File: src/source/spi_mode_pkg.sv
package spi_mode_pkg;

    //////////////////////////////
    // Bus limits and timing
    //////////////////////////////

    localparam int NUM_SLAVES      = 16;
    localparam int MAX_BITS        = 64;
    localparam int SS_GUARD_CYCLES = 4;  // i_clk cycles around the SCLK burst

    //////////////////////////////
    // Field types
    //////////////////////////////

    typedef logic [$clog2(MAX_BITS)-1:0]        bit_cnt_t;    // Transfer length minus one
    typedef logic [1:0]                         clk_div_t;    // Half period is 2**(value+1)
    typedef logic [4:0]                         half_cnt_t;   // Counts down one half period
    typedef logic [$clog2(2*MAX_BITS)-1:0]      edge_cnt_t;   // Up to 2N SCLK edges
    typedef logic [$clog2(NUM_SLAVES)-1:0]      slave_idx_t;
    typedef logic [NUM_SLAVES-1:0]              ss_vec_t;     // Active low, one bit per slave
    typedef logic [$clog2(SS_GUARD_CYCLES)-1:0] guard_cnt_t;

    // Per-transfer bus settings
    typedef struct packed {
        logic     cpol;       // SCLK level at rest
        logic     cpha;       // 1 moves sampling to the trailing edge
        logic     msb_first;
        clk_div_t clk_div;
        bit_cnt_t bit_cnt;
    } spi_mode_t;

endpackage

File: src/source/spi_xfer_pkg.sv
package spi_xfer_pkg;

    import spi_mode_pkg::*;

    //////////////////////////////
    // Payload
    //////////////////////////////

    typedef logic [MAX_BITS-1:0] spi_word_t;  // Right-aligned transfer data

    //////////////////////////////
    // Handshake structs
    //////////////////////////////

    // One request describes a whole transfer
    typedef struct packed {
        spi_mode_t  mode;
        slave_idx_t slave;
        spi_word_t  tx_data;
    } spi_req_t;

    // Received word, zeros above the last bit
    typedef struct packed {
        spi_word_t rx_data;
    } spi_rsp_t;

endpackage

File: src/source/spi_sclk_gen.sv
`timescale 1ns/1ns

module spi_sclk_gen import spi_mode_pkg::*; (
    input  logic      i_clk,
    input  logic      i_arst_n,
    input  logic      i_run,      // One-cycle start from the sequencer
    input  spi_mode_t i_mode,
    output logic      o_sclk,
    output logic      o_lead,     // High in the cycle SCLK leaves rest level
    output logic      o_trail,    // High in the cycle SCLK returns to rest level
    output logic      o_done
);

    half_cnt_t half_cnt;
    half_cnt_t half_reload;
    edge_cnt_t edge_cnt;
    edge_cnt_t last_edge;
    logic      phase;             // 0 at rest, 1 between lead and trail
    logic      active;

    // 2, 4, 8 or 16 cycles per half period, minus one for the count down
    assign half_reload = (half_cnt_t'(2) << i_mode.clk_div) - half_cnt_t'(1);

    // Edge 2N-1 is the last trailing edge
    assign last_edge = {i_mode.bit_cnt, 1'b1};

    //////////////////////////////
    // Edge timing
    //////////////////////////////

    always_ff @(posedge i_clk or negedge i_arst_n) begin
        if (!i_arst_n) begin
            half_cnt <= '0;
            edge_cnt <= '0;
            phase    <= 1'b0;
            active   <= 1'b0;
            o_lead   <= 1'b0;
            o_trail  <= 1'b0;
            o_done   <= 1'b0;
        end else begin
            o_lead  <= 1'b0;
            o_trail <= 1'b0;
            o_done  <= o_trail && !active;  // Only the final trail sees active low
            if (i_run) begin
                active   <= 1'b1;
                half_cnt <= half_reload;
                edge_cnt <= '0;
                phase    <= 1'b0;
            end else if (active) begin
                if (half_cnt == '0) begin
                    half_cnt <= half_reload;
                    phase    <= ~phase;
                    o_lead   <= ~phase;
                    o_trail  <= phase;
                    edge_cnt <= edge_cnt + 1'b1;
                    if (edge_cnt == last_edge) begin
                        active <= 1'b0;
                    end
                end else begin
                    half_cnt <= half_cnt - 1'b1;
                end
            end
        end
    end

    // Polarity applied last so the rest level follows the latched cpol
    assign o_sclk = phase ^ i_mode.cpol;

endmodule

File: src/source/spi_shift_engine.sv
`timescale 1ns/1ns

module spi_shift_engine import spi_mode_pkg::*, spi_xfer_pkg::*; (
    input  logic      i_clk,
    input  logic      i_arst_n,
    input  logic      i_load,     // Start of a transfer
    input  spi_mode_t i_mode,
    input  spi_word_t i_tx_data,
    input  logic      i_lead,
    input  logic      i_trail,
    input  logic      i_miso,
    output logic      o_mosi,
    output spi_word_t o_rx_data
);

    spi_word_t tx_q;
    spi_word_t rx_q;
    bit_cnt_t  idx;               // Bits already presented on MOSI, minus one
    bit_cnt_t  next_idx;
    bit_cnt_t  rx_pos;
    bit_cnt_t  tx_pos;
    logic      first_q;           // No leading edge seen yet
    logic      sample;
    logic      shift;

    //////////////////////////////
    // Edge roles
    //////////////////////////////

    // With cpha 1 the first leading edge only presents bit 0, which load already did
    assign sample = i_mode.cpha ? i_trail : i_lead;
    assign shift  = i_mode.cpha ? (i_lead && !first_q) : i_trail;

    //////////////////////////////
    // Bit ordering
    //////////////////////////////

    assign next_idx = idx + 1'b1;
    assign rx_pos   = i_mode.msb_first ? i_mode.bit_cnt - idx : idx;
    assign tx_pos   = i_mode.msb_first ? i_mode.bit_cnt - next_idx : next_idx;

    always_ff @(posedge i_clk or negedge i_arst_n) begin
        if (!i_arst_n) begin
            idx     <= '0;
            first_q <= 1'b0;
            o_mosi  <= 1'b0;
        end else if (i_load) begin
            idx     <= '0;
            first_q <= 1'b1;
            o_mosi  <= i_tx_data[i_mode.msb_first ? i_mode.bit_cnt : bit_cnt_t'(0)];
        end else begin
            if (i_lead) begin
                first_q <= 1'b0;
            end
            if (shift) begin
                idx    <= next_idx;
                o_mosi <= tx_q[tx_pos];  // Wraps past the last bit, never sampled
            end
        end
    end

    // Shift data
    always_ff @(posedge i_clk) begin
        if (i_load) begin
            tx_q <= i_tx_data;
            rx_q <= '0;                  // Keeps bits above N-1 at zero
        end else if (sample) begin
            rx_q[rx_pos] <= i_miso;
        end
    end

    assign o_rx_data = rx_q;

endmodule

File: src/source/spi_xfer_ctrl.sv
`timescale 1ns/1ns

module spi_xfer_ctrl import spi_mode_pkg::*, spi_xfer_pkg::*; (
    input  logic      i_clk,
    input  logic      i_arst_n,
    input  logic      i_req_valid,
    output logic      o_req_ready,
    input  spi_req_t  i_req,
    output logic      o_rsp_valid,
    input  logic      i_rsp_ready,
    output spi_rsp_t  o_rsp,
    output spi_mode_t o_mode,     // Latched settings for the datapath
    output spi_word_t o_tx_data,
    output logic      o_run,
    output logic      o_load,
    input  logic      i_done,
    input  spi_word_t i_rx_data,
    output ss_vec_t   o_ss_n
);

    typedef enum logic [2:0] {
        IDLE,
        LEAD_GUARD,
        SHIFT,
        TRAIL_GUARD,
        RESPOND
    } state_t;

    state_t     state;
    guard_cnt_t guard_cnt;
    logic       guard_end;
    logic       req_fire;
    logic       rsp_valid_q;
    slave_idx_t slave_q;
    spi_word_t  tx_q;
    spi_rsp_t   rsp_q;

    assign req_fire  = i_req_valid && o_req_ready;
    assign guard_end = guard_cnt == guard_cnt_t'(SS_GUARD_CYCLES - 1);

    //////////////////////////////
    // Sequencer
    //////////////////////////////

    always_ff @(posedge i_clk or negedge i_arst_n) begin
        if (!i_arst_n) begin
            state       <= IDLE;
            guard_cnt   <= '0;
            rsp_valid_q <= 1'b0;
            o_mode      <= '0;              // SCLK rests low until the first request
        end else begin
            case (state)
                IDLE: begin
                    if (req_fire) begin
                        state     <= LEAD_GUARD;
                        guard_cnt <= '0;
                        o_mode    <= i_req.mode;
                    end
                end
                LEAD_GUARD: begin
                    if (guard_end) state <= SHIFT;
                    else           guard_cnt <= guard_cnt + 1'b1;
                end
                SHIFT: begin
                    if (i_done) begin
                        state     <= TRAIL_GUARD;
                        guard_cnt <= '0;
                    end
                end
                TRAIL_GUARD: begin
                    if (guard_end) state <= RESPOND;   // Slave select released here
                    else           guard_cnt <= guard_cnt + 1'b1;
                end
                RESPOND: begin
                    if (!rsp_valid_q) begin
                        rsp_valid_q <= 1'b1;
                    end else if (i_rsp_ready) begin
                        rsp_valid_q <= 1'b0;
                        state       <= IDLE;
                    end
                end
                default: state <= IDLE;
            endcase
        end
    end

    // Request and response payload
    always_ff @(posedge i_clk) begin
        if (req_fire) begin
            slave_q <= i_req.slave;
            tx_q    <= i_req.tx_data;
        end
        if (state == TRAIL_GUARD && guard_end) begin
            rsp_q.rx_data <= i_rx_data;
        end
    end

    assign o_req_ready = state == IDLE;
    assign o_load      = state == LEAD_GUARD && guard_cnt == '0;
    assign o_run       = state == LEAD_GUARD && guard_end;
    assign o_ss_n      = (state inside {LEAD_GUARD, SHIFT, TRAIL_GUARD}) ?
                         ~(ss_vec_t'(1) << slave_q) : '1;
    assign o_tx_data   = tx_q;
    assign o_rsp       = rsp_q;
    assign o_rsp_valid = rsp_valid_q;

endmodule

File: src/source/spi_master_top.sv
`timescale 1ns/1ns

module spi_master_top import spi_mode_pkg::*, spi_xfer_pkg::*; (
    input  logic     i_clk,
    input  logic     i_arst_n,
    // Request
    input  logic     i_req_valid,
    output logic     o_req_ready,
    input  spi_req_t i_req,
    // Response
    output logic     o_rsp_valid,
    input  logic     i_rsp_ready,
    output spi_rsp_t o_rsp,
    // SPI bus
    output logic     o_sclk,
    output logic     o_mosi,
    input  logic     i_miso,
    output ss_vec_t  o_ss_n
);

    spi_mode_t mode;
    spi_word_t tx_data;
    spi_word_t rx_data;
    logic      run;
    logic      load;
    logic      lead;
    logic      trail;
    logic      done;

    //////////////////////////////
    // Sequencer
    //////////////////////////////

    spi_xfer_ctrl u_ctrl (
        .i_clk       (i_clk),
        .i_arst_n    (i_arst_n),
        .i_req_valid (i_req_valid),
        .o_req_ready (o_req_ready),
        .i_req       (i_req),
        .o_rsp_valid (o_rsp_valid),
        .i_rsp_ready (i_rsp_ready),
        .o_rsp       (o_rsp),
        .o_mode      (mode),
        .o_tx_data   (tx_data),
        .o_run       (run),
        .o_load      (load),
        .i_done      (done),
        .i_rx_data   (rx_data),
        .o_ss_n      (o_ss_n)
    );

    //////////////////////////////
    // Clock and datapath
    //////////////////////////////

    spi_sclk_gen u_sclk (
        .i_clk    (i_clk),
        .i_arst_n (i_arst_n),
        .i_run    (run),
        .i_mode   (mode),
        .o_sclk   (o_sclk),
        .o_lead   (lead),
        .o_trail  (trail),
        .o_done   (done)
    );

    spi_shift_engine u_shift (
        .i_clk     (i_clk),
        .i_arst_n  (i_arst_n),
        .i_load    (load),
        .i_mode    (mode),
        .i_tx_data (tx_data),
        .i_lead    (lead),
        .i_trail   (trail),
        .i_miso    (i_miso),
        .o_mosi    (o_mosi),
        .o_rx_data (rx_data)
    );

endmodule

File: config.mk
export PLATFORM = sky130hd
export DESIGN_NAME = spi_master_top
export DESIGN_NICKNAME = d
export VERILOG_FILES = /design/src/source/spi_mode_pkg.sv /design/src/source/spi_xfer_pkg.sv /design/src/source/spi_sclk_gen.sv /design/src/source/spi_shift_engine.sv /design/src/source/spi_xfer_ctrl.sv /design/src/source/spi_master_top.sv
export SDC_FILE = /design/constraint.sdc
export NUM_CORES = 1
export LEC_CHECK = 0
export BUFFER_PORTS_ARGS = -buffer_cell sky130_fd_sc_hd__buf_2
export CORE_UTILIZATION = 52
export DETAILED_ROUTE_END_ITERATION = 8
export PLACE_DENSITY = 0.76
export SLEW_MARGIN = 20
export SYNTH_ARGS = -nofsm -noshare
export SYNTH_HDL_FRONTEND = slang
export SYNTH_SLANG_ARGS = --single-unit
File: constraint.sdc
create_clock -name i_clk -period 5.9 [get_ports i_clk]
set_input_delay 0.59 -clock i_clk [delete_from_list [all_inputs] [get_ports i_clk]]
set_output_delay 0.59 -clock i_clk [all_outputs]
set_load 0.1 [all_outputs]
==> results.json <==
{
  "place_congestion": 0.828,
  "ys_ff_latch": 302,
  "slowest_stage": "nor2b_1",
  "post-route-util_pct": 61.8,
  "clk_pin_slew_ns": 0.06,
  "reg2reg_depth": 12,
  "internal_power_uw": 4580,
  "mappedNetlistArea_um2": 12500,
  "wl_per_cell_um": 16.5,
  "postCtsSetupBuffers": 0,
  "drc": 0,
  "hold_viol_final": 0,
  "numCtsBuffers": 30,
  "clock_skew_ns": 0.00998,
  "syn_inst": 1013,
  "dieWidth_um": 157,
  "combinationalPowerShare_pct": 36.2,
  "die_y_um": 157,
  "grt_first_pass_wirelength_um": 39200,
  "async_flop_share_pct": 13.9,
  "viasPerCell": 5.53,
  "start_kind": "flip-flop",
  "slew_headroom_pct": 28.3,
  "yosys_most_used_dff": "edfxtp_1",
  "grtUsageTotal_pct": 20.3,
  "nNetsFinal": 1264,
  "diodes": 0,
  "worst-path-max-fanout": 16,
  "setup_tns_ns": 0,
  "seqPwrFrac_pct": 39.8,
  "cts_tree": "yes",
  "outcome": "completed",
  "min_period_ns": 3.79,
  "postCtsResizedCells": 0,
  "p_sw_share_pct": 38.9,
  "leakage_uw": 0.00540,
  "n_fill_cell": 1821,
  "synthTopCellsByCount": "edfxtp_1, nand2_1, a21oi_1, o21ai_0, dfxtp_1",
  "placedInstanceArea_um2": 13600,
  "pin_count": 168,
  "synthTopCellsByArea": "edfxtp_1, dfxtp_1, dfrtp_1",
  "core.rowCount": 56,
  "critPathArrivalTime_ns": 4.19,
  "power_switching_uw": 2910,
  "die_area_um2": 24700,
  "ant_nets": 0,
  "ir_worst_vdd_mv": 0.344,
  "synth-edff-count": 196,
  "drtIter0Drc": 440,
  "start_util_pct": 53.2,
  "clk_latency_ns": 0.55,
  "num_vias": 8317,
  "synth_area_leader_cell": "edfxtp_1",
  "gr-total-overflow": 0,
  "root_buffer": "clkbuf_16",
  "syn2layout_area_growth_pct": 16.3,
  "crit_required_ns": 6.30,
  "synth_top_area_share_pct": 47.0,
  "clockPowerShare_pct": 24.0,
  "slew_violations": 0,
  "clock_sinks": 302,
  "final_layout_size_suffix_gt1_share_pct": 22.8,
  "antenna_found_initial": 0,
  "power_density_nw_per_um2": 515,
  "setup_violations": 0,
  "maxCapViolations": 0,
  "hpwl_um": 16200,
  "critical_path.max_stage_delay_ns": 0.67,
  "synthDistinctLibCells": 63,
  "grt_pass1_vias": 7587,
  "syn_nets": 1112,
  "path_cells": "inv_1 -> ha_1 -> inv_1 -> fa_1 -> a21o_1 -> a21oi_1 -> xnor2_1 -> mux2i_1 -> nor2b_1 -> nand2b_1 -> o21ai_0 -> a21oi_1",
  "synth.avg_cell_area_um2": 12.4,
  "cts.path.max_buffers": 3,
  "core-area_um2": 23500,
  "grt_max_degree": 82,
  "ctsHoldBuffers": 0,
  "hold_class": "primary input to async pin",
  "period_share_pct": 64.2,
  "wl_um": 24800,
  "tightest_slew_ns": 1.07,
  "timing_worst_setup_path_type": "flip-flop to flip-flop",
  "fmax_mhz": 264,
  "ys_warn_count": 0,
  "ys_seq_area_share_pct": 65.7,
  "fin_area_um2": 14600,
  "end_kind": "flip-flop",
  "post-synth-top-count-cell": "edfxtp_1",
  "rsz0062_at_grt": "false",
  "firstDrtPassIters": 6,
  "htreeDepth": 1,
  "portBuffers": 167
}
-- stage by stage --
| stage | power, uW | hold slack (ns) | instances | setup WS, ns |
|---|---|---|---|---|
| after CTS | 7530 | 0.196 | 1505 | 2.01 |
| after global routing | 7870 | 0.195 | 1505 | 1.70 |
| after floorplan | 5100 | 0.294 | 1013 | 0.0620 |
| after global placement | 5660 | 0.406 | 1452 | 2.17 |
| final | 7500 | 0.196 | 1505 | 2.11 |
| after detailed placement | 5720 | 0.414 | 1452 | 2.02 |
-- cell type report --
cell class	instances	area (um2)	area share (%)
sequential	302	8220	56.5
tap	319	399	2.74
inverter	21	78.8	0.542
timing repair buffer	178	921	6.33
multi-input combinational	632	4000	27.5
clock buffer	36	795	5.46
clock inverter	17	140	0.963
-- state kept, by name, summed over array words and instances (netlist names) --
signal	count
u_sclk.o_done	1
u_ctrl.o_tx_data	64
u_ctrl.o_rsp	64
u_shift.idx	6
u_sclk.edge_cnt	7
u_ctrl.o_mode	11
u_shift.o_rx_data	64
u_sclk.o_trail	1
u_sclk.half_cnt	5
u_ctrl.o_rsp_valid	1
u_sclk.o_lead	1
u_ctrl.state	3
u_shift.tx_q	64
u_sclk.phase	1
u_sclk.active	1
u_ctrl.slave_q	4
u_shift.o_mosi	1
u_shift.first_q	1
u_ctrl.guard_cnt	2
-- per-layer routing --
| layer | track usage, % | vias to the layer above | part of all wire (%) |
|---|---|---|---|
| li1 | - | 4004 | - |
| met1 | 27.4 | 3940 | 44 |
| met2 | 33.5 | 317 | 47 |
| met3 | 2.86 | 56 | 6.0 |
| met4 | 7.91 | 0 | 3.2 |
| met5 | 0 | - | 0 |
-- power groups by stage --
stage / Combinational [uW] / Sequential (uW) / Clock, uW
6_report: 2710 / 2980 / 1800
3_5_place_dp: 2700 / 3020 / 0
2_1_floorplan: 1840 / 3260 / 0
4_1_cts: 2710 / 2980 / 1830
3_3_place_gp: 2650 / 3010 / 0
5_1_grt: 2930 / 3030 / 1910
-- cell families (layout without fill, tap and decap cells) --
| logic type | count (synthesis) | in the layout | share of synthesized area [%] |
|---|---|---|---|
| buf+inv | 79 | 252 | 2.63 |
| xor+xnor | 29 | 29 | 2.21 |
| mux | 57 | 57 | 6.52 |
| compound gates | 185 | 185 | 8.21 |
| flops | 302 | 302 | 65.7 |
| fa+ha+maj | 17 | 17 | 1.80 |
| simple gates | 344 | 344 | 13.0 |
-- layout by cell type (no fill, tap or decap), types with 4 or more instances in the layout --
cell type / count
edfxtp_1: 196
buf_2: 166
nand2_1: 151
a21oi_1: 84
o21ai_0: 65
dfxtp_1: 64
nand3_1: 51
nor2_1: 46
dfrtp_1: 41
clkbuf_16: 31
mux2i_1: 25
nand4_1: 22
inv_1: 21
xnor2_1: 17
mux4_2: 14
nor3_1: 13
and3_1: 13
mux2_2: 13
ha_1: 13
buf_4: 12
nor2b_1: 10
xor2_1: 8
a31oi_1: 8
or3_1: 7
clkinv_2: 6
a21o_1: 5
nand2b_1: 5
clkinv_1: 5
clkbuf_1: 5
nor4b_1: 4
xnor2_2: 4
-- worst max-delay path: cells and delay by family, from the launching register on --
kind,cells,cell delay [ns]
muxes,1,0.41
and+or+nand+nor,2,1.16
xor gates and xnor gates,1,0.09
AOI/OAI and AO/OA,4,0.75
adders and majority gates,2,0.61
buffers and inverters,2,0.22
DFF,1,0.38
-- final timing paths --
path                                        from                     to  slack (ns)
max                             u_ctrl.o_mode[0]  u_shift.o_rx_data[13]        2.11
min reg2reg                u_shift.o_rx_data[31]       u_ctrl.o_rsp[31]        0.43
min                                     i_arst_n        u_ctrl.state[1]        0.20
max reg2reg                     u_ctrl.o_mode[0]  u_shift.o_rx_data[13]        2.11
min in group i_clk                     i_req[55]   u_ctrl.o_tx_data[55]        0.21
max in group asynchronous               i_arst_n       u_ctrl.o_mode[8]        5.04
Note: power is estimated with default switching activity, not from simulation.
